**src/mrd_params.svh**
```systemverilog
`ifndef MRD_PARAMS_SVH
`define MRD_PARAMS_SVH

// ------------------------------------------------------------
// memory layout
// ------------------------------------------------------------

// banks, fixed by the mod-7 address mapping
`define MRD_NUM_BANKS 7
// one real or imaginary part
`define MRD_DATA_W 18
// linear sample address
`define MRD_ADDR_W 12
// word address inside one bank, 512 deep
`define MRD_BANK_AW 9

// ------------------------------------------------------------
// operand path
// ------------------------------------------------------------

// lanes per beat, enough for radix 5
`define MRD_LANES 5
// group issue to operand beat
`define MRD_RD_LAT 4

`endif

```
**src/mrd_pkg.sv**
```systemverilog
`include "mrd_params.svh"

package mrd_pkg;

	// ------------------------------------------------------------
	// stage sequencing
	// ------------------------------------------------------------

	typedef enum logic [1:0]
	{
		st_idle       = 2'd0,
		st_rd         = 2'd1,
		st_wait_drain = 2'd2,
		st_done       = 2'd3
	} mrd_state_e;

	// register select, wb_adr[2:0] with wb_adr[13] set
	typedef enum logic [2:0]
	{
		reg_points = 3'd0,
		reg_radix  = 3'd1,
		reg_span   = 3'd2,
		reg_start  = 3'd3,
		reg_status = 3'd4
	} mrd_reg_e;

	// one stage as programmed by the host
	typedef struct packed
	{
		logic [`MRD_ADDR_W-1:0] points;
		logic [2:0]             radix;
		logic [`MRD_ADDR_W-1:0] span;
	} mrd_stage_cfg_t;

	// ------------------------------------------------------------
	// bank reads and operand beat
	// ------------------------------------------------------------

	typedef struct packed
	{
		logic [`MRD_NUM_BANKS-1:0]                  en;
		logic [`MRD_NUM_BANKS-1:0][`MRD_BANK_AW-1:0] word;
	} mrd_rd_req_t;

	// bank index 7 marks an unused lane
	typedef struct packed
	{
		logic                                  valid;
		logic [2:0]                            radix;
		logic [`MRD_LANES-1:0][2:0]            bank;
		logic [`MRD_LANES-1:0][`MRD_DATA_W-1:0] re;
		logic [`MRD_LANES-1:0][`MRD_DATA_W-1:0] im;
	} mrd_operand_t;

endpackage

```
**src/mrd_bank_map.sv**
```systemverilog
`include "mrd_params.svh"

module mrd_bank_map
(
	input  logic [`MRD_ADDR_W-1:0]  addr,
	output logic [`MRD_BANK_AW-1:0] bank_word,
	output logic [2:0]              bank
);

	// 585 = (4096 - 1) / 7, so addr * 585 >> 12 is floor(addr / 7) or one short
	logic [21:0] recip;
	logic [9:0]  q_est;
	logic [3:0]  q7_lo;
	logic [3:0]  r_est;
	logic        fix;
	logic [9:0]  q_fix;

	assign recip = addr * 10'd585;
	assign q_est = recip[21:12];

	// remainder only needs the low nibble, true value is 0..13
	assign q7_lo = q_est[3:0] * 4'd7;
	assign r_est = addr[3:0] - q7_lo;

	// correction step
	assign fix   = (r_est >= 4'd7);
	assign q_fix = fix ? q_est + 10'd1 : q_est;

	// words past 511 wrap, only 3584 samples fit in the banks
	assign bank_word = q_fix[`MRD_BANK_AW-1:0];
	assign bank      = fix ? 3'(r_est - 4'd7) : r_est[2:0];

endmodule

```
**src/mrd_addr_gen.sv**
```systemverilog
`include "mrd_params.svh"

module mrd_addr_gen
(
	input  logic                                   clk,
	input  logic                                   rst_n,
	input  logic                                   go,
	input  mrd_pkg::mrd_stage_cfg_t                cfg,
	output logic                                   issue,
	output logic                                   last,
	output logic [`MRD_LANES-1:0][`MRD_ADDR_W-1:0] addrs,
	output logic [`MRD_LANES-1:0]                  lane_en
);

	logic                   active;
	// g mod span
	logic [`MRD_ADDR_W-1:0] inner;
	// (g div span) * span * radix
	logic [`MRD_ADDR_W-1:0] outer;
	// points covered so far, g * radix
	logic [`MRD_ADDR_W-1:0] consumed;
	logic [`MRD_ADDR_W:0]   next_cnt;
	logic [`MRD_ADDR_W-1:0] stride;
	logic [`MRD_ADDR_W-1:0] base;
	logic                   final_grp;

	assign stride    = `MRD_ADDR_W'(cfg.span * cfg.radix);
	assign base      = outer + inner;
	assign next_cnt  = {1'b0, consumed} + cfg.radix;
	// points / radix groups, counted without a divider
	assign final_grp = (next_cnt >= {1'b0, cfg.points});

	// ------------------------------------------------------------
	// group counters
	// ------------------------------------------------------------
	always_ff @(posedge clk)
	begin
		if (!rst_n)
		begin
			active   <= 1'b0;
			inner    <= '0;
			outer    <= '0;
			consumed <= '0;
		end
		else if (go)
		begin
			active   <= 1'b1;
			inner    <= '0;
			outer    <= '0;
			consumed <= '0;
		end
		else if (active)
		begin
			consumed <= next_cnt[`MRD_ADDR_W-1:0];
			if (final_grp)
				active <= 1'b0;
			// inner wraps at span, outer jumps a whole block
			if (inner == cfg.span - `MRD_ADDR_W'(1))
			begin
				inner <= '0;
				outer <= outer + stride;
			end
			else
				inner <= inner + `MRD_ADDR_W'(1);
		end
	end

	// ------------------------------------------------------------
	// registered group outputs
	// ------------------------------------------------------------
	always_ff @(posedge clk)
	begin
		if (!rst_n)
		begin
			issue   <= 1'b0;
			last    <= 1'b0;
			lane_en <= '0;
		end
		else
		begin
			issue <= active;
			last  <= active & final_grp;
			for (int j = 0; j < `MRD_LANES; j++)
				lane_en[j] <= (j < cfg.radix);
		end
	end

	// operand j at base + j * span
	always_ff @(posedge clk)
	begin
		for (int j = 0; j < `MRD_LANES; j++)
			addrs[j] <= base + `MRD_ADDR_W'(j) * cfg.span;
	end

endmodule

```
**src/mrd_rd_seq.sv**
```systemverilog
`include "mrd_params.svh"

module mrd_rd_seq
(
	input  logic                                          clk,
	input  logic                                          rst_n,
	input  logic                                          go,
	input  mrd_pkg::mrd_stage_cfg_t                       cfg,
	output mrd_pkg::mrd_rd_req_t                          rd_req,
	input  logic [`MRD_NUM_BANKS-1:0][2*`MRD_DATA_W-1:0] rd_data,
	output mrd_pkg::mrd_operand_t                         operand,
	output logic                                          rd_end,
	output mrd_pkg::mrd_state_e                           state
);
	import mrd_pkg::*;

	// group from the address generator
	logic                                    issue;
	logic                                    last;
	logic [`MRD_LANES-1:0][`MRD_ADDR_W-1:0]  addrs;
	logic [`MRD_LANES-1:0]                   lane_en;
	logic [`MRD_LANES-1:0][`MRD_BANK_AW-1:0] map_word;
	logic [`MRD_LANES-1:0][2:0]              map_bank;

	// lane map, one set per pipeline stage
	logic [`MRD_LANES-1:0][`MRD_BANK_AW-1:0] lane_word_a;
	logic [`MRD_LANES-1:0][2:0]              lane_bank_a;
	logic [`MRD_LANES-1:0][2:0]              lane_bank_b;
	logic [`MRD_LANES-1:0][2:0]              lane_bank_c;
	logic                                    v_a, v_b, v_c;
	logic                                    l_a, l_b, l_c;
	logic                                    last_d;
	logic                                    conflict_a;

	// per-bank request
	logic [`MRD_NUM_BANKS-1:0]                   req_hit;
	logic [`MRD_NUM_BANKS-1:0][`MRD_BANK_AW-1:0] req_word_nxt;
	logic [`MRD_NUM_BANKS-1:0]                   req_en;
	logic [`MRD_NUM_BANKS-1:0][`MRD_BANK_AW-1:0] req_word;

	// output beat
	logic                                   op_valid;
	logic [2:0]                             op_radix;
	logic [`MRD_LANES-1:0][2:0]             op_bank;
	logic [`MRD_LANES-1:0][`MRD_DATA_W-1:0] op_re;
	logic [`MRD_LANES-1:0][`MRD_DATA_W-1:0] op_im;

	// ------------------------------------------------------------
	// cycle 1, group addresses
	// ------------------------------------------------------------
	mrd_addr_gen u_addr_gen
	(
		.clk     (clk),
		.rst_n   (rst_n),
		.go      (go),
		.cfg     (cfg),
		.issue   (issue),
		.last    (last),
		.addrs   (addrs),
		.lane_en (lane_en)
	);

	genvar k;
	generate
		for (k = 0; k < `MRD_LANES; k++)
		begin : g_map
			mrd_bank_map u_bank_map
			(
				.addr      (addrs[k]),
				.bank_word (map_word[k]),
				.bank      (map_bank[k])
			);
		end
	endgenerate

	// ------------------------------------------------------------
	// cycle 2, registered bank map
	// ------------------------------------------------------------
	always_ff @(posedge clk)
	begin
		for (int j = 0; j < `MRD_LANES; j++)
		begin
			// lanes at or above the radix go to index 7
			lane_bank_a[j] <= lane_en[j] ? map_bank[j] : 3'd7;
			lane_word_a[j] <= map_word[j];
		end
		// indexes follow the read so data can be steered back
		lane_bank_b <= lane_bank_a;
		lane_bank_c <= lane_bank_b;
	end

	// bank to lane lookup, lowest lane wins
	always_comb
	begin
		req_hit      = '0;
		req_word_nxt = '0;
		for (int b = 0; b < `MRD_NUM_BANKS; b++)
		begin
			for (int j = `MRD_LANES - 1; j >= 0; j--)
			begin
				if (lane_bank_a[j] == 3'(b))
				begin
					req_hit[b]      = 1'b1;
					req_word_nxt[b] = lane_word_a[j];
				end
			end
		end
	end

	// two enabled lanes on one bank
	always_comb
	begin
		conflict_a = 1'b0;
		for (int j = 0; j < `MRD_LANES; j++)
			for (int i = j + 1; i < `MRD_LANES; i++)
				if (lane_bank_a[j] != 3'd7 && lane_bank_a[j] == lane_bank_a[i])
					conflict_a = 1'b1;
	end

	// ------------------------------------------------------------
	// cycle 3, bank read request
	// ------------------------------------------------------------
	always_ff @(posedge clk)
	begin
		if (!rst_n)
			req_en <= '0;
		else
			req_en <= v_a ? req_hit : '0;
	end

	always_ff @(posedge clk)
	begin
		req_word <= req_word_nxt;
	end

	assign rd_req = '{en: req_en, word: req_word};

	// issue and last ride along the pipe
	always_ff @(posedge clk)
	begin
		if (!rst_n)
		begin
			v_a    <= 1'b0;
			v_b    <= 1'b0;
			v_c    <= 1'b0;
			l_a    <= 1'b0;
			l_b    <= 1'b0;
			l_c    <= 1'b0;
			op_valid <= 1'b0;
			last_d <= 1'b0;
			rd_end <= 1'b0;
		end
		else
		begin
			v_a    <= issue;
			v_b    <= v_a;
			v_c    <= v_b;
			l_a    <= issue & last;
			l_b    <= l_a;
			l_c    <= l_b;
			op_valid <= v_c;
			last_d <= v_c & l_c;
			// one cycle after the final beat
			rd_end <= last_d;
		end
	end

	// ------------------------------------------------------------
	// cycle 4, realign bank outputs into lanes
	// ------------------------------------------------------------
	always_ff @(posedge clk)
	begin
		op_radix <= cfg.radix;
		for (int j = 0; j < `MRD_LANES; j++)
		begin
			op_bank[j] <= lane_bank_c[j];
			if (lane_bank_c[j] == 3'd7)
			begin
				op_re[j] <= '0;
				op_im[j] <= '0;
			end
			else
				{op_re[j], op_im[j]} <= rd_data[lane_bank_c[j]];
		end
	end

	assign operand = '{valid: op_valid, radix: op_radix, bank: op_bank,
		re: op_re, im: op_im};

	// ------------------------------------------------------------
	// stage state
	// ------------------------------------------------------------
	always_ff @(posedge clk)
	begin
		if (!rst_n)
			state <= st_idle;
		else
		begin
			case (state)
				st_idle:
					if (go)
						state <= st_rd;
				st_rd:
					if (issue && last)
						state <= st_wait_drain;
				// done together with rd_end
				st_wait_drain:
					if (last_d)
						state <= st_done;
				default:
					state <= go ? st_rd : st_idle;
			endcase
		end
	end

	// a span that is a multiple of 7 puts two lanes on one bank
	a_no_conflict : assert property (@(posedge clk) disable iff (!rst_n)
		v_a |-> !conflict_a);

	a_valid_in_stage : assert property (@(posedge clk) disable iff (!rst_n)
		op_valid |-> (state == st_rd || state == st_wait_drain));

endmodule

```
**config.mk**
```make
export PLATFORM = sky130hd
export DESIGN_NAME = mrd_rd_seq
export DESIGN_NICKNAME = d
export VERILOG_FILES = /design/src/mrd_pkg.sv /design/src/mrd_bank_map.sv /design/src/mrd_addr_gen.sv /design/src/mrd_rd_seq.sv
export VERILOG_INCLUDE_DIRS = /design/src
export SDC_FILE = /design/constraint.sdc
export NUM_CORES = 2
export LEC_CHECK = 0
export BUFFER_PORTS_ARGS = -buffer_cell sky130_fd_sc_hd__buf_2
export CORE_MARGIN = 2
export CORE_UTILIZATION = 55
export CTS_CLUSTER_DIAMETER = 200
export DETAILED_ROUTE_END_ITERATION = 10
export PLACE_DENSITY_LB_ADDON = 0.12
export SLEW_MARGIN = 25
export SYNTH_ARGS = -nofsm -noshare
export SYNTH_HDL_FRONTEND = slang
export SYNTH_HIERARCHICAL = 1
export SYNTH_SLANG_ARGS = --single-unit
```
**constraint.sdc**
```tcl
create_clock -name clk -period 16.95 [get_ports clk]
set_clock_uncertainty 0.05 [all_clocks]
set_input_delay 4.2375 -clock clk [delete_from_list [all_inputs] [get_ports clk]]
set_output_delay 4.2375 -clock clk [all_outputs]
set_load 0.01 [all_outputs]
```
Word level (Yosys, flattened, before mapping)
Index checks and enable logic that the tools add are counted.
{ "word_totals": {"regBits": 473, "output_inout_bits": 272, "word_cells": 273} }
{ "op_classes": {"n_addsub": 24, "n_mul": 12, "n_lt_le_gt_ge": 16, "n_eq_ne": 41, "mux": 99, "bitwise_logic": 4, "reduce_logical": 11} }
{ "op_table": {"columns": ["operator", "count"], "rows": [
  ["binary-select mux 36 bit (select 3 bit)", 5],
  ["two-way mux 9 bit", 40],
  ["two-way mux 36 bit", 5],
  ["multiplier 12 x 10 -> 21 bit, second input constant", 5],
  ["adder 12 bit", 6],
  ["== test 3 bit, second input constant", 20],
  ["adder 9 x 1 -> 9 bit, second input constant", 5],
  ["two-way mux 1 bit", 39],
  ["== test 3 x 2 -> 1 bit, second input constant", 10],
  [">= comparator 4 x 3 -> 1 bit, second input constant", 5],
  ["less-than comparator 3 x 4 -> 1 bit, second input constant", 5],
  ["multiplier 4 x 3 -> 4 bit, second input constant", 5],
  ["subtractor 4 bit", 5],
  ["== test 3 x 1 -> 1 bit, second input constant", 5],
  ["zero test 3 bit", 5],
  ["two-way mux 3 bit", 5],
  ["subtractor 3 bit, second input constant", 5],
  ["adder 12 x 3 -> 13 bit", 1],
  [">= comparator 13 x 12 -> 1 bit", 1],
  ["adder 12 x 1 -> 12 bit, second input constant", 1],
  ["== test 12 bit", 1],
  ["multiplier 12 x 3 -> 12 bit", 1],
  ["multiplier 2 x 12 -> 12 bit, first input constant", 1],
  ["two-way mux 12 bit", 1],
  ["16 further kinds", 25]
]} }

Longest topological paths before layout
{ "logic_depth": {"word_depth": 6, "mapped_depth": 28, "mapped_depth_nobuf": 28} }

Hierarchy
Netlist, hierarchy kept.
{ "by_module_without_submodules": {"columns": ["mod", "instances", "cells_each", "area_each_um2"], "rows": [
  ["mrd_rd_seq", 1, 1972, 20752.4],
  ["mrd_bank_map (g_map[1].u_bank_map ...)", 4, 246, 2135.8],
  ["mrd_addr_gen", 1, 812, 7418.4],
  ["mrd_bank_map (g_map[0].u_bank_map)", 1, 226, 1946.9]
]} }

Worst setup path before layout
OpenSTA, ideal clock, no wires.
{ "synth_timing": {"path_type": "in2reg", "from": "in cfg[14] (netlist name)", "to": "reg u_addr_gen.outer[8]", "setup_ns": 0.129, "arrival_ns": 7.061, "required_ns": 16.771, "path_slack_ns": 9.710, "path_stages": 13, "n_path_buf": 1, "path_cell_list": "clkbuf_1 -> nand2_1 -> fa_1 -> fa_1 -> inv_1 -> ha_1 -> a211oi_1 -> o21bai_1 -> a2111oi_0 -> nor3_1 -> xor2_1 -> mux2i_1 -> nor2_1"} }
{ "synth_via": {"elab_chain_cells": 2} }
{ "synth_lines": {"columns": ["element", "line_no", "rtl"], "rows": [
  ["start: declaration", "mrd_rd_seq.sv:8", "input mrd_pkg::mrd_stage_cfg_t cfg,"],
  ["multiplier 12 x 3 -> 12 bit", "mrd_addr_gen.sv:27", "assign stride = `MRD_ADDR_W'(cfg.span * cfg.radix);"],
  ["adder 12 bit", "mrd_addr_gen.sv:61", "outer <= outer + stride;"],
  ["end signal: assignment", "mrd_addr_gen.sv:61", null],
  ["end: declaration", "mrd_addr_gen.sv:19", "logic [`MRD_ADDR_W-1:0] outer;"]
]} }
No other way between the ends.
A chain may end at the register's enable or synchronous reset.

Final worst setup path
{ "layout_timing": {"from": "in cfg[13] (netlist name)", "to": "reg u_addr_gen.outer[8]"} }
The elaborated chain is that of the path after synthesis.

==> impl_metrics.tcl <==
set metrics [dict create \
    grt_pass1_vias 31541 \
    wl_per_cell_um 22.6 \
    finalSetupViolCount 0 \
    pre_cts_ws_ps 9380 \
    syn_nets 4754 \
    finalCritPeriodShare_pct 41.3 \
    netlist.top_cell.by_area "dfxtp_1" \
    ys.flop_type "dfxtp_1" \
    synth_top_family_by_area "multiplexers" \
    finalCriticalPeriod_ps 7000 \
    ant_nets 0 \
    cts-htree-levels 2 \
    dp.cells 5296 \
    drt_first_pass_iters 7 \
    ys_seq_area_share_pct 24.3 \
    min_path_type "register to register" \
    cp_max_fo 17 \
    clk_path_buf_depth 3 \
    routed_wl_um 123000 \
    tns_ps 0 \
    hpwl_um 90700 \
    async_flop_share_pct 0 \
    cts_tree "done" \
    rows 97 \
    setup_ws_ps 9950 \
    synth_edf_count 0 \
    antenna_found_initial 54 \
    rsz0062_at_grt "no" \
    io_buffers 553 \
    synthXorXnorAreaFrac_pct 5.40 \
    cts_root_buf "clkbuf_16" \
    cts.clk_slew.worst_paths_ps 60 \
    clock-sinks 469 \
    maxSlewHeadroom_pct 26.7 \
    fp.coreArea_um2 69800 \
    grt_usage_pct 32.7 \
    cap_violations 0 \
    nFillCells 6006 \
    ctsResizeCount 0 \
    place_congestion 0.969 \
    cts_buffers 52 \
    hold_viol 0 \
    postCtsSetupRepairBufs 0 \
    die_y_um 269 \
    cellLeakagePower_nw 20.6 \
    synth-adder-area-share_pct 17.5 \
    grt_max_degree 74 \
    final_common_cell "buf_2" \
    yosysWarnings 6 \
    fmax_mhz 143 \
    final_cells 5441 \
    syn_to_final_growth_pct 13.4 \
    ys_ff_latch 469 \
    syn-cell-area_um2 38700 \
    avgSynthCellArea_um2 9.68 \
    yosys.area.top_type_share_pct 24.3 \
    syn_inst 3994 \
    grt_pass1_wl_um 187000 \
    io_pins 554 \
    crit_path_end_kind "register" \
    worst-setup-path-type "input pin to register" \
    synth-simple-area-share_pct 12.7 \
    p_per_area_nw_per_um2 238 \
    vias 33220 \
    synth_cell_type_count 103 \
    tightest_slew_ps 1100 \
    drv_slew 0 \
    nets 5170 \
    synthTopCellsByArea "dfxtp_1 (24%), ha_1 (12%), mux4_2 (10%)" \
    cts-hold-fix-buffers 0 \
    vdd_drop_max_uv 531 \
    synth-compound-area-share_pct 14.7 \
    startpoint_type "input pin" \
    start_util_pct 55.4 \
    clk-insertion-delay-late_ps 630 \
    drc 0 \
    drive_gt1_share_pct 24.6 \
    mostFrequentLayoutCells "buf_2 (553), dfxtp_1 (454), ha_1 (373)" \
    routed_via_density 6.11 \
    die_w_um 269 \
    worst_hold_slack_ps 259 \
    dieArea_um2 72400 \
    muxShareOfSynthArea_pct 20.1 \
    grt_overflow 0 \
    required_ps 17380 \
    drt_iter0_markers 3290 \
    outcome "completed" \
    cp_data_arrival_time_ps 7430 \
]
state kept, by name, indices dropped and copies added, names as in the netlist, 2 cells and up:
name,cells
lane_bank_c,15
operand,195
u_addr_gen/consumed,12
rd_req,63
lane_bank_b,15
u_addr_gen/outer,12
state,2
req_en,7
u_addr_gen/addrs,56
u_addr_gen/lane_en,5
u_addr_gen/inner,12
lane_bank_a,15
op_radix,3
lane_word_a,45
per-layer routing:
layer | wire length, um | global-route usage [%] | vias up | share of wire, %
li1 | - | - | 15426 | -
met1 | 47000 | 40.5 | 15845 | 38
met2 | 58100 | 53.1 | 1546 | 47
met3 | 10300 | 5.78 | 393 | 8.3
met4 | 7510 | 19.8 | 10 | 6.1
met5 | 61 | 0 | - | 0.050
critical path: stages:
cell and delay, ps:
buf_2 300, nand2_1 130, fa_1 500, fa_1 520, inv_1 80, ha_1 310
a211oi_1 240, o21bai_1 180, a2111oi_0 450, nor3_1 120, xor2_1 160, mux2i_1 130
nor2_1 60
power by group:
part	internal [mW]	switching, mW
registers	1.45	0.312
logic	3.47	4.02
clock network	0.684	0.509
total	5.60	4.84
worst paths after layout:
check                  startpoint                  end  slack (ps)  depth (start not counted)
max                       cfg[13]  u_addr_gen/outer[8]        9950                         13
min               lane_bank_b[14]      lane_bank_c[14]         260                          0
max reg2reg  u_addr_gen/addrs[49]       lane_word_a[7]       10100                         27
min reg2reg       lane_bank_b[14]      lane_bank_c[14]         260                          0
cell type report:
cell class	instances	area [um2]	area share (%)
multi-input combinational	3023	27300	62.2
timing repair buffer	579	2960	6.76
clock buffer	62	1380	3.15
antenna	51	128	0.291
clock inverter	32	410	0.936
sequential	469	9430	21.5
inverter	285	1070	2.44
tap	940	1180	2.68
stage by stage:
| stage | area, um2 | power [mW] | utilization (%) |
|---|---|---|---|
| after detailed placement | 41900 | 9.24 | 60.0 |
| after global routing | 43800 | 11.4 | 62.8 |
| final | 43800 | 10.4 | 62.8 |
| after CTS | 43700 | 10.5 | 62.6 |
| after global placement | 41900 | 9.17 | 60.0 |
| after floorplan | 38700 | 7.98 | - |
synth_stat cells (10+ instances only):
library cell,count
dfxtp_1,469
ha_1,373
inv_1,285
nand2_1,279
nor2_1,235
o21ai_0,222
mux2i_1,197
mux4_2,180
a21oi_1,170
xnor2_1,162
mux2_2,143
clkbuf_1,107
fa_1,105
buf_2,80
xor2_1,72
a22oi_1,65
o21ai_1,56
a21o_1,47
nor2b_1,46
nand4_1,44
nand3_1,41
nand2b_1,39
nor3_1,36
a311o_1,33
and2_1,33
nor3b_1,29
a31oi_1,28
nand3b_1,24
a211oi_1,22
o21a_1,21
and3_1,17
nor4bb_1,17
o211ai_1,16
o31ai_1,16
buf_1,14
nand4b_1,14
o311a_1,13
a211o_1,12
nor4b_1,12
and3b_1,10
or3_1,10
logic make-up after synthesis:
kind of cell    Yosys count
fa+ha+maj               478
simple gates            945
xor+xnor                236
mux                     528
buf+inv                 502
compound gates          836
flops                   469
Note: power is estimated with default switching activity, not from simulation.
