`config.mk`:
```
export PLATFORM = sky130hd
export DESIGN_NAME = mrd_wb_ctrl
export DESIGN_NICKNAME = d
export VERILOG_FILES = /design/src/mrd_pkg.sv /design/src/mrd_bank_map.sv /design/src/mrd_wb_ctrl.sv
export VERILOG_INCLUDE_DIRS = /design/src
export SDC_FILE = /design/constraint.sdc
export NUM_CORES = 1
export LEC_CHECK = 0
export ABC_AREA = 1
export BUFFER_PORTS_ARGS = -buffer_cell sky130_fd_sc_hd__buf_2
export CORE_MARGIN = 8
export CORE_UTILIZATION = 53
export CTS_CLUSTER_DIAMETER = 120
export DETAILED_ROUTE_END_ITERATION = 7
export GPL_ROUTABILITY_DRIVEN = 0
export PLACE_DENSITY = 0.81
export SYNTH_ARGS = -nofsm -noshare
export SYNTH_HDL_FRONTEND = slang
export SYNTH_SLANG_ARGS = --single-unit
```
`constraint.sdc`:
```
create_clock -name clk -period 8 [get_ports clk]
set_clock_uncertainty 0.1 [all_clocks]
set_input_delay 1.2 -clock clk [delete_from_list [all_inputs] [get_ports clk]]
set_output_delay 1.2 -clock clk [all_outputs]
set_load 0.01 [all_outputs]
```
`src/mrd_params.svh`:
```
`ifndef MRD_PARAMS_SVH
`define MRD_PARAMS_SVH

// ------------------------------------------------------------
// memory layout
// ------------------------------------------------------------

// banks, fixed by the mod-7 address mapping
`define MRD_NUM_BANKS 7
// one real or imaginary part
`define MRD_DATA_W 18
// linear sample address
`define MRD_ADDR_W 12
// word address inside one bank, 512 deep
`define MRD_BANK_AW 9

// ------------------------------------------------------------
// operand path
// ------------------------------------------------------------

// lanes per beat, enough for radix 5
`define MRD_LANES 5
// group issue to operand beat
`define MRD_RD_LAT 4

`endif

```
`src/mrd_pkg.sv`:
```
`include "mrd_params.svh"

package mrd_pkg;

	// ------------------------------------------------------------
	// stage sequencing
	// ------------------------------------------------------------

	typedef enum logic [1:0]
	{
		st_idle       = 2'd0,
		st_rd         = 2'd1,
		st_wait_drain = 2'd2,
		st_done       = 2'd3
	} mrd_state_e;

	// register select, wb_adr[2:0] with wb_adr[13] set
	typedef enum logic [2:0]
	{
		reg_points = 3'd0,
		reg_radix  = 3'd1,
		reg_span   = 3'd2,
		reg_start  = 3'd3,
		reg_status = 3'd4
	} mrd_reg_e;

	// one stage as programmed by the host
	typedef struct packed
	{
		logic [`MRD_ADDR_W-1:0] points;
		logic [2:0]             radix;
		logic [`MRD_ADDR_W-1:0] span;
	} mrd_stage_cfg_t;

	// ------------------------------------------------------------
	// bank reads and operand beat
	// ------------------------------------------------------------

	typedef struct packed
	{
		logic [`MRD_NUM_BANKS-1:0]                  en;
		logic [`MRD_NUM_BANKS-1:0][`MRD_BANK_AW-1:0] word;
	} mrd_rd_req_t;

	// bank index 7 marks an unused lane
	typedef struct packed
	{
		logic                                  valid;
		logic [2:0]                            radix;
		logic [`MRD_LANES-1:0][2:0]            bank;
		logic [`MRD_LANES-1:0][`MRD_DATA_W-1:0] re;
		logic [`MRD_LANES-1:0][`MRD_DATA_W-1:0] im;
	} mrd_operand_t;

endpackage

```
`src/mrd_bank_map.sv`:
```
`include "mrd_params.svh"

module mrd_bank_map
(
	input  logic [`MRD_ADDR_W-1:0]  addr,
	output logic [`MRD_BANK_AW-1:0] bank_word,
	output logic [2:0]              bank
);

	// 585 = (4096 - 1) / 7, so addr * 585 >> 12 is floor(addr / 7) or one short
	logic [21:0] recip;
	logic [9:0]  q_est;
	logic [3:0]  q7_lo;
	logic [3:0]  r_est;
	logic        fix;
	logic [9:0]  q_fix;

	assign recip = addr * 10'd585;
	assign q_est = recip[21:12];

	// remainder only needs the low nibble, true value is 0..13
	assign q7_lo = q_est[3:0] * 4'd7;
	assign r_est = addr[3:0] - q7_lo;

	// correction step
	assign fix   = (r_est >= 4'd7);
	assign q_fix = fix ? q_est + 10'd1 : q_est;

	// words past 511 wrap, only 3584 samples fit in the banks
	assign bank_word = q_fix[`MRD_BANK_AW-1:0];
	assign bank      = fix ? 3'(r_est - 4'd7) : r_est[2:0];

endmodule

```
`src/mrd_wb_ctrl.sv`:
```
`include "mrd_params.svh"

module mrd_wb_ctrl
(
	input  logic                     clk,
	input  logic                     rst_n,
	input  logic                     wb_cyc,
	input  logic                     wb_stb,
	input  logic                     wb_we,
	input  logic [13:0]              wb_adr,
	input  logic [31:0]              wb_dat_w,
	output logic [31:0]              wb_dat_r,
	output logic                     wb_ack,
	input  mrd_pkg::mrd_state_e      state,
	output mrd_pkg::mrd_stage_cfg_t  cfg,
	output logic                     go,
	output logic                     we,
	output logic [2:0]               wr_bank,
	output logic [`MRD_BANK_AW-1:0]  wr_word,
	output logic [2*`MRD_DATA_W-1:0] wr_data
);
	import mrd_pkg::*;

	logic                    acc;
	logic                    smp_wr;
	logic                    reg_wr;
	mrd_reg_e                reg_sel;
	logic                    busy;
	logic                    done_flag;
	logic                    start_req;
	logic [`MRD_DATA_W-1:0]  re_hold;
	logic [`MRD_BANK_AW-1:0] map_word;
	logic [2:0]              map_bank;

	// new transfer, ack of the previous one already gone
	assign acc       = wb_cyc & wb_stb & ~wb_ack;
	assign smp_wr    = acc & wb_we & ~wb_adr[13];
	assign reg_wr    = acc & wb_we & wb_adr[13];
	assign reg_sel   = mrd_reg_e'(wb_adr[2:0]);
	assign busy      = (state == st_rd) || (state == st_wait_drain) || go;
	assign start_req = reg_wr && reg_sel == reg_start && wb_dat_w[0] && !busy;

	mrd_bank_map u_bank_map
	(
		.addr      (wb_adr[`MRD_ADDR_W-1:0]),
		.bank_word (map_word),
		.bank      (map_bank)
	);

	// ------------------------------------------------------------
	// bus handshake and status read
	// ------------------------------------------------------------
	always_ff @(posedge clk)
	begin
		if (!rst_n)
			wb_ack <= 1'b0;
		else
			wb_ack <= acc;
	end

	always_ff @(posedge clk)
	begin
		if (acc && !wb_we && wb_adr[13] && reg_sel == reg_status)
			wb_dat_r <= {30'd0, done_flag, busy};
		else
			wb_dat_r <= '0;
	end

	// ------------------------------------------------------------
	// stage registers, start and done
	// ------------------------------------------------------------
	always_ff @(posedge clk)
	begin
		if (!rst_n)
		begin
			cfg       <= '{points: '0, radix: 3'd2, span: `MRD_ADDR_W'(1)};
			go        <= 1'b0;
			done_flag <= 1'b0;
		end
		else
		begin
			go <= start_req;
			if (reg_wr && reg_sel == reg_points)
				cfg.points <= wb_dat_w[`MRD_ADDR_W-1:0];
			if (reg_wr && reg_sel == reg_radix)
				cfg.radix <= wb_dat_w[2:0];
			if (reg_wr && reg_sel == reg_span)
				cfg.span <= wb_dat_w[`MRD_ADDR_W-1:0];
			// sticky until the next start
			if (start_req)
				done_flag <= 1'b0;
			else if (state == st_done)
				done_flag <= 1'b1;
		end
	end

	// ------------------------------------------------------------
	// sample writes, real half then imaginary half
	// ------------------------------------------------------------
	always_ff @(posedge clk)
	begin
		if (!rst_n)
			we <= 1'b0;
		else
			we <= smp_wr & wb_adr[12];
	end

	always_ff @(posedge clk)
	begin
		if (smp_wr && !wb_adr[12])
			re_hold <= wb_dat_w[`MRD_DATA_W-1:0];
		// second half commits
		if (smp_wr && wb_adr[12])
		begin
			wr_bank <= map_bank;
			wr_word <= map_word;
			wr_data <= {re_hold, wb_dat_w[`MRD_DATA_W-1:0]};
		end
	end

	a_no_load_busy : assert property (@(posedge clk) disable iff (!rst_n)
		smp_wr |-> !busy);

	a_radix_range : assert property (@(posedge clk) disable iff (!rst_n)
		(reg_wr && reg_sel == reg_radix) |-> wb_dat_w inside {[2:5]});

endmodule

```
Yosys cells after proc, flatten, opt, wreduce, memory -nomap -nowiden
Cells that the tools add are included.
{"block": "totals", "reg_bits": 129, "input_bits": 53, "out_inout_bits": 110, "elab_cells": 55}
{"block": "classes", "magnitude_cmp": 1, "mux": 2, "n_addsub": 3, "n_bitwise": 9, "n_eq_ne": 7, "n_reduce_logical": 18, "n_mul": 2}
{"operator": "12-bit by 10-bit multiplier with 21-bit output, second input constant", "n": 1}
{"operator": "1-bit logical AND", "n": 11}
{"operator": "9-bit by 1-bit adder with 9-bit output, second input constant", "n": 1}
{"operator": "9-bit 2-to-1 mux", "n": 1}
{"operator": "1-bit AND", "n": 6}
{"operator": "3-bit by 2-bit == test with 1-bit output, second input constant", "n": 2}
{"operator": "2-bit == test, second input constant", "n": 2}
{"operator": "4-bit by 3-bit >= comparator with 1-bit output, second input constant", "n": 1}
{"operator": "4-bit by 3-bit multiplier with 4-bit output, second input constant", "n": 1}
{"operator": "4-bit subtractor", "n": 1}
{"operator": "3-bit by 1-bit == test with 1-bit output, second input constant", "n": 1}
{"operator": "3-bit == test, second input constant", "n": 1}
{"operator": "1-bit zero test", "n": 3}
{"operator": "3-bit zero test", "n": 1}
{"operator": "3-bit 2-to-1 mux", "n": 1}
{"operator": "1-bit inverter", "n": 3}
{"operator": "3-bit subtractor, second input constant", "n": 1}
{"operator": "2-bit by 1-bit == test with 1-bit output, second input constant", "n": 1}
{"operator": "1-bit logical OR", "n": 2}
{"operator": "2-bit OR reduction", "n": 1}

Logic depth before layout (Yosys ltp)
Gate-level depths: netlist (run 1).
{"block": "logic_depth", "word_depth": 8, "mapped_depth": 34, "depth_no_buf": 33}

By module
A second synthesis (run 1) with hierarchy kept.
{"block": "hier_totals", "hier_cells": 693, "hier_area_um2": 6129.6}
{"module": "mrd_wb_ctrl", "n_inst": 1, "cells_each": 314, "area_per_inst_um2": 3739.8, "seq_area_each_um2": 2642.5}
{"module": "mrd_bank_map", "n_inst": 1, "cells_each": 379, "area_per_inst_um2": 2389.8, "seq_area_each_um2": 0.0}

Least setup slack after synthesis (run 1)
No wires, ideal clock.
{"block": "synth_path", "kind": "input to register", "startpoint": "in wb_adr[1]", "endpoint": "reg wr_bank[1], data pin", "stages": 30, "t_arrival_ps": 5907, "t_required_ps": 7647, "n_path_buf": 1, "path_slack_ps": 1740, "setup_ps": 253, "cell_sequence": "ha_1 inv_1 fa_1 inv_1 ha_1 inv_1 fa_1 inv_1 ha_1 nand2_1 inv_1 a21oi_2 nand3b_1 nand2_2 inv_1 ha_1 ha_1 inv_1 ha_1 inv_1 ha_1 a21oi_1 nand2_1 nand2_1 nand2_1 inv_2 nand3_2 buf_2 nand4_1 nand2_1"}
{"block": "synth_between", "elab_chain_cells": 5, "word_cells_on_any_way": 6, "classes_between": "2 x add/sub; 2 x mul; 1 x order compare; 1 x mux"}
{"element": "from (decl)", "line_no": "mrd_wb_ctrl.sv:10", "source": "input logic [13:0] wb_adr,"}
{"element": "12-bit by 10-bit multiplier with 21-bit output", "line_no": "mrd_bank_map.sv:18", "source": "assign recip = addr * 10'd585;"}
{"element": "4-bit by 3-bit multiplier with 4-bit output", "line_no": "mrd_bank_map.sv:22", "source": "assign q7_lo = q_est[3:0] * 4'd7;"}
{"element": "4-bit subtractor (*)", "line_no": "mrd_bank_map.sv:23", "source": "assign r_est = addr[3:0] - q7_lo;"}
{"element": "4-bit by 3-bit >= comparator with 1-bit output or 3-bit subtractor (tied branches)", "line_no": "mrd_bank_map.sv:26, mrd_bank_map.sv:31"}
{"element": "3-bit 2-to-1 mux (*)", "line_no": "mrd_bank_map.sv:31", "source": "assign bank = fix ? 3'(r_est - 4'd7) : r_est[2:0];"}
{"element": "named net map_bank[1]", "line_no": "mrd_wb_ctrl.sv:33", "source": "logic [2:0] map_bank;"}
{"element": "to (signal assigned)", "line_no": "mrd_wb_ctrl.sv:115", "source": "wr_bank <= map_bank;"}
{"element": "to (decl)", "line_no": "mrd_wb_ctrl.sv:18", "source": "output logic [2:0] wr_bank,"}
The timed path passes the listed nets; every way through them passes the cells marked *.
A chain may end at the register's enable or synchronous reset.

Worst setup path after layout (run 1)
{"block": "layout_path", "startpoint": "in wb_adr[1]", "endpoint": "reg wr_word[1], data pin"}
{"block": "layout_between", "elab_chain_cells": 5, "word_cells_on_any_way": 6, "classes_between": "2 x add/sub; 2 x mul; 1 x order compare; 1 x mux"}
{"element": "12-bit by 10-bit multiplier with 21-bit output", "line_no": "mrd_bank_map.sv:18"}
{"element": "4-bit by 3-bit multiplier with 4-bit output", "line_no": "mrd_bank_map.sv:22"}
{"element": "4-bit subtractor", "line_no": "mrd_bank_map.sv:23"}
{"element": "4-bit by 3-bit >= comparator with 1-bit output", "line_no": "mrd_bank_map.sv:26", "source": "assign fix = (r_est >= 4'd7);"}
{"element": "9-bit 2-to-1 mux (*)", "line_no": "mrd_bank_map.sv:27", "source": "assign q_fix = fix ? q_est + 10'd1 : q_est;"}
{"element": "named net map_word[1]", "line_no": "mrd_wb_ctrl.sv:32", "source": "logic [`MRD_BANK_AW-1:0] map_word;"}
{"element": "to (signal assigned)", "line_no": "mrd_wb_ctrl.sv:116", "source": "wr_word <= map_word;"}
{"element": "to (decl)", "line_no": "mrd_wb_ctrl.sv:19", "source": "output logic [`MRD_BANK_AW-1:0] wr_word,"}
Marks and branches as above.

==> results of run 1 <==
-- layer usage --
metal | track usage (%) | part of all wire [%] | up-vias
met5 | 0 | 0 | -
met3 | 4.68 | 7.0 | 14
met2 | 30.1 | 49 | 167
met1 | 20.8 | 42 | 1991
li1 | - | - | 2145
met4 | 6.96 | 2.0 | 0
-- flip-flops by register name (all words and copies together), names as in the netlist, 2 cells and up --
register and cells:
wr_word 9, wr_bank 3, wb_dat_r 2, cfg 27, re_hold 18, wr_data 36
-- layout make-up --
type	count	area [µm²]	share of cell area (%)
clock buffer	9	124	1.92
tap	136	170	2.64
timing repair buffer	120	606	9.38
clock inverter	7	67.6	1.05
multi-input combinational	411	2560	39.6
inverter	77	289	4.48
sequential	99	2640	40.9
-- through the flow --
stage               power (mW)  hold slack, ns  worst slack (ns)  util [%]  instance area, µm²
floorplan                 1.98           0.300              1.74         -                5760
global placement          2.09           0.301              1.10      60.7                6260
detailed placement        2.15           0.306             0.973      60.7                6260
CTS                       2.45           0.327              1.35      62.5                6450
global route              2.71           0.332             0.863      62.5                6450
finish                    2.45           0.329              1.33      62.5                6450
-- cells in the mapped netlist (2+ instances only) --
cell type and n:
xor2_1 8, nand2_4 2, o21ai_0 15, nand4_1 16
dfxtp_1 33, a21oi_1 23, inv_1 73, clkbuf_1 7
nor3_1 6, nand3b_1 3, nor2_1 57, buf_2 2
edfxtp_1 66, nand2_1 120, nand3_2 3, nand3_1 37
inv_2 4, ha_1 56, xnor2_1 5, a21o_1 2
fa_1 13, nand2_2 8, buf_4 31
-- power by group --
group	leakage [nW]	switching (mW)	internal, mW
clock	0.0993	0.183	0.121
sequential	0.863	0.00422	0.659
combinational	2.26	0.978	0.508
total	3.22	1.16	1.29
-- logic make-up after synthesis --
group                    count (synthesis)
flip-flops                              99
AO/OA/AOI/OAI                           45
XOR/XNOR                                13
other                                    1
AND/OR/NAND/NOR                        254
adder cells (fa/ha/maj)                 69
buffers and inverters                  118
-- critical path: cells and delay by family --
family,cells,cell delay (ns)
fa+ha+maj,9,3.17
compound gates,1,0.14
buf+inv,11,0.74
simple gates,13,1.40
-- how the worst max path moves through the flow --
stage	endpoint	start
floorplan	wr_bank[1]	wb_adr[1]
global placement	wr_word[6]	wb_adr[1]
detailed placement	wr_word[1]	wb_adr[1]
CTS	wr_word[1]	wb_adr[1]
global route	wr_word[1]	wb_adr[1]
finish	wr_word[1]	wb_adr[1]
==> summary.txt, run 1 <==
Setup path
  – Worst r2r path cells: 8
  – Setup slack, reg-to-reg: about 5.7 ns
  – Reg-to-reg startpoint: wb_ack
  – Slowest CP cell: fa_1
  – Worst EP arrival: 6.68 ns
  – Worst flop-to-flop path endpoint: cfg[8]
  – Worst EP required: about 8.0 ns
  – Type of origin of the critical path: input port
  – Nature of the critical path endpoint: flip-flop
  – Largest stage delay, worst path: about 0.56 ns
  – Worst-path fanout max: 14
  – Crit Path Class: input port to flip-flop

Status
  – Status: finished, final reports clean

Finish
  – Most frequent cells in the layout: nand2_1 (120), buf_2 (118), inv_1 (73), edfxtp_1 (66)
  – Commonest non-fill, non-tap cell in the layout: nand2_1
  – Fill cell count: a little over 800
  – Post-route insts no fill: roughly 860
  – Layout cells sized above 1: between 20% and 30%
  – Area Overhead vs Synth: 14.2%
  – Nets: 840
  – # diodes: 0

CTS
  – CTS sink cnt: 99
  – Worst-path clk slew: 0.10 ns
  – Clk_lat worst skew: 0.36 ns
  – CTS Buf Count: 9
  – Resized Gates After CTS: 0
  – H-tree levels: 3
  – Clock root buffer: clkbuf_8
  – CTS tree: done
  – Post CTS Setup Buffer Count: 0
  – Clk buf depth: 2
  – Post-CTS Hold Fix Bufs: 0

Min path
  – Hold Crit Depth: 0
  – Worst hold-check path type: flip-flop to flip-flop
  – Hold path endpoint: wr_data[34]
  – Worst Min Path Start: re_hold[16]

Synthesis
  – Mapped cell area: around 5700 µm²
  – Synth Area in Compound Gates: approximately 4.3%
  – Share of the synthesized area in the top cell type: approximately a third
  – Yosys warns: 0
  – Post-synthesis mux area share: 0%
  – Post-Synth Simple-Gate Area: 19.8%
  – XOR/XNOR Fraction of Synth Area: 2.01%
  – Async S/R FF share, synth: 0%
  – Cells after synthesis: 599
  – Synth area leaders: edfxtp_1 (35%), ha_1 (12%), dfxtp_1 (12%)
  – Post-synth EDFFs: between 60 and 70
  – Largest family of logic cells by synthesized area: simple AND/OR/NAND/NOR gates
  – Syn Area/Cell: approximately 9.4 µm²
  – Post-Synth Adder-Cell Area: 17.0%
  – Synthesis-stage register bit count: a little under 100
  – Seq/Total Area, Yosys: 46.8%
  – Leading area contributor after synthesis: edfxtp_1
  – Main synth FF type: edfxtp_1
  – Cell variety after synth: 32

Route
  – Vias per std cell: 5.03
  – Remaining DRCs: 0
  – DR WL/cell: between 10 and 15 µm
  – Drt first-iter violations: between 300 and 400
  – Post-DRT Antenna Nets: 0
  – Via count: 4317
  – DR pass1 iterations: 5
  – Detailed Route WL: about 13 mm

GRT
  – Global route total overflow: 0
  – Largest net degree at the start of global routing: 42
  – Initial antenna violation count: 0
  – GRT Total Usage: 17.7%
  – Vias in the first global route: around 4400
  – First-pass GRT wire length: between 20 and 25 mm

Timing
  – Relative slew slack: between 30% and 40%
  – Setup tns final: 0 ns
  – Setup violators final: 0
  – Tcrit/Tclk final: 83.4%
  – Worst-margin pin slew: between 0.9 and 1 ns
  – Minimum clock period: ~6.7 ns
  – Hold violation total from the final report: 0
  – Unrepaired setup endpoints after global routing: false
  – Max Clk Rate: ~150 MHz
  – Pins over their slew limit: 0

Place
  – HPWL after detailed placement: between 10 and 15 mm
  – # placed instances: between 800 and 900
  – Port Buffers: about 120

Pwr
  – LEAKAGE: 3.22 nW
  – Worst VDD drop: ~0.38 mV
  – Pwr Density: 380 nW/µm²

Die
  – IO Count: ~160
  – Site Rows: 37
  – Initial core utilization: 54.7%
  – Die Width: 119 µm
  – Die Ht: 119 µm
  – Core box area: just over 10000 µm²
  – Die ar.: around 14000 µm²

Run
  – Maxcap violations: 0
(Power assumes the default switching activity.)
==> run 2, diff against run 1 <==
Clock period 8 ns to 6.7 ns, I/O delays scaled along.
==> run 2 against run 1 <==
Against the previous run:
- first-iteration DRC count shrank 15%
- cell area increased by 1.1%
- sequential cell count unchanged
- via count up 2.9%
- total power rose by 29%
- sequential share of layout area is 0.43 points lower
- register-to-register slack worse by 1.3 ns
==> summary.txt, run 2 (synthesis gave the netlist of run 1 again) <==
Status
  – Status: finished, final reports clean (unchanged)

Pwr
  – Internal power: 1.71 mW (was 1.29 mW)
  – Combinational power share: 62.3% (was 60.6%)
  – Pwr Density: 484 nW/µm² (was 380 nW/µm²)
  – Sequential Power Share: 25.1% (was 27.0%)
  – Switch Pwr: 1.44 mW (was 1.16 mW)
  – Power Total: 3.16 mW (was 2.45 mW)
  – Power share of the clock group: 12.6% (was 12.4%)
  – Worst VDD drop: 0.494 mV (was 0.381 mV)
  – Net Sw Frac: 45.8% (was 47.5%)
  – LEAKAGE: 3.25 nW (was 3.22 nW)

GRT
  – First-pass GRT wire length: 20.9 mm (was 20.7 mm)
  – Global route total overflow: 0 (unchanged)
  – GR Layer Usage met3: 4.63% (was 4.68%)
  – GRT met1 Usage: 20.6% (was 20.8%)
  – Vias in the first global route: 4448 (was 4444)
  – Met2 Use GR: 31.2% (was 30.1%)
  – Largest net degree at the start of global routing: 42 (unchanged)
  – GRT Max-Usage Layer: met2 (unchanged)
  – Initial antenna violation count: 0 (unchanged)
  – GRT Total Usage: 17.9% (was 17.7%)

Finish
  – Multi-input gate area: 2560 µm² (unchanged)
  – Commonest non-fill, non-tap cell in the layout: nand2_1 (unchanged)
  – Max reg flops: 36 (unchanged)
  – # diodes: 0 (unchanged)
  – Post-route insts no fill: 865 (was 859)
  – Largest regs: wr_data x36, cfg x27, re_hold x18 (unchanged)
  – Fill cell count: 836 (was 816)
  – Nets: 846 (was 840)
  – Largest Register: wr_data (unchanged)
  – Reg area: 2640 µm² (unchanged)
  – Most frequent cells in the layout: nand2_1 (120), buf_2 (118), inv_1 (73), edfxtp_1 (66) (unchanged)
  – Layout cells sized above 1: 22.2% (was 21.6%)
  – Post-layout util: 63.2% (was 62.5%)
  – Area Overhead vs Synth: 15.4% (was 14.2%)

Die
  – Die Width: 119 µm (unchanged)
  – Die ar.: 14200 µm² (unchanged)
  – Initial core utilization: 54.7% (unchanged)
  – Die Ht: 119 µm (unchanged)
  – Site Rows: 37 (unchanged)
  – Core box area: 10300 µm² (unchanged)
  – IO Count: 163 (unchanged)

Route
  – DR pass1 iterations: 5 (unchanged)
  – Post-DRT Antenna Nets: 0 (unchanged)
  – Via count: 4442 (was 4317)
  – Remaining DRCs: 0 (unchanged)
  – Detailed Route WL: 12.9 mm (was 12.8 mm)
  – DR WL/cell: 14.9 µm (about the same)
  – Vias per std cell: 5.14 (was 5.03)
  – Drt first-iter violations: 263 (was 308)

Setup path
  – Most used cell, CP: nand2_1
  – Largest stage delay, worst path: 0.56 ns (about the same)
  – Worst EP required: 6.71 ns (was 8.01 ns)
  – Type of origin of the critical path: input port (unchanged)
  – Worst EP arrival: 6.27 ns (was 6.68 ns)
  – Worst-path fanout max: 11 (was 14)
  – Nature of the critical path endpoint: flip-flop (unchanged)
  – Slowest CP cell: fa_1 (unchanged)
  – Crit Path Class: input port to flip-flop (unchanged)
  – Setup slack, reg-to-reg: 4.45 ns (was 5.70 ns)

CTS
  – Clk buf depth: 2 (unchanged)
  – Post CTS Setup Buffer Count: 0 (unchanged)
  – Resized Gates After CTS: 0 (unchanged)
  – CTS Buf Count: 9 (unchanged)
  – Worst-path clk slew: 0.10 ns (about the same)
  – Clock root buffer: clkbuf_8 (unchanged)
  – H-tree levels: 3 (unchanged)
  – CTS sink cnt: 99 (unchanged)
  – CTS tree: done (unchanged)
  – Post-CTS Hold Fix Bufs: 0 (unchanged)
  – Clk_lat worst skew: 0.36 ns (about the same)

Timing
  – Hold Worst Slack: 0.322 ns (was 0.329 ns)
  – Relative slew slack: 39.4% (was 39.0%)
  – Hold violation total from the final report: 0 (unchanged)
  – Setup tns final: 0 ns (unchanged)
  – Max Clk Rate: around 160 MHz
  – Worst-margin pin slew: 0.906 ns (was 0.912 ns)
  – Minimum clock period: 6.25 ns
  – Pins over their slew limit: 0 (unchanged)
  – Tcrit/Tclk final: a little over 90%
  – Setup violators final: 0 (unchanged)
  – Unrepaired setup endpoints after global routing: false (unchanged)

Place
  – # placed instances: 849 (was 843)
  – Port Buffers: 118 (unchanged)
  – HPWL after detailed placement: 10.7 mm (was 10.5 mm)

Min path
  – Worst hold-check path type: flip-flop to flip-flop (unchanged)

Run
  – Maxcap violations: 0 (unchanged)
-- run 2: critical path, delay by kind of cell --
family,cells,cell delay (ns)
compound gates,1,0.17
fa+ha+maj,9,3.23
buf+inv,9,0.55
simple gates,14,1.32
-- run 2: path summary, 6_finish.rpt --
| kind | from | to | cells past startpoint |
|---|---|---|---|
| setup / recovery | wb_adr[1] | wr_word[1] | 33 |
| hold reg to reg | re_hold[0] | wr_data[18] | 0 |
| setup reg to reg | wb_ack | cfg[8] | 8 |
| hold / removal | re_hold[0] | wr_data[18] | 0 |
-- run 2: cell type report --
class / count / share of cell area [%]
tap: 136 / 2.61
sequential: 99 / 40.5
clock buffer: 9 / 1.90
clock inverter: 7 / 1.40
multi-input combinational: 411 / 39.2
timing repair buffer: 126 / 9.97
inverter: 77 / 4.43
-- run 2: per-layer routing --
metal,vias up,wire [µm]
li1,2172,-
met3,22,991
met2,182,6330
met4,0,336
met1,2066,5240
met5,-,0
-- run 2: stage by stage --
step,worst slack [ns],instance area (µm²)
6_report,0.447,6520
5_1_grt,0.0789,6520
4_1_cts,0.477,6520
3_5_place_dp,0.106,6310
3_3_place_gp,0.212,6310
2_1_floorplan,0.635,5760
-- run 2: power groups by stage --
stage,Combinational [mW],Sequential [mW],Clock [mW]
after global routing,2.22,0.794,0.429
after detailed placement,1.94,0.806,0
after global placement,1.85,0.806,0
final,1.97,0.792,0.397
after CTS,1.96,0.793,0.404
after floorplan,1.55,0.815,0
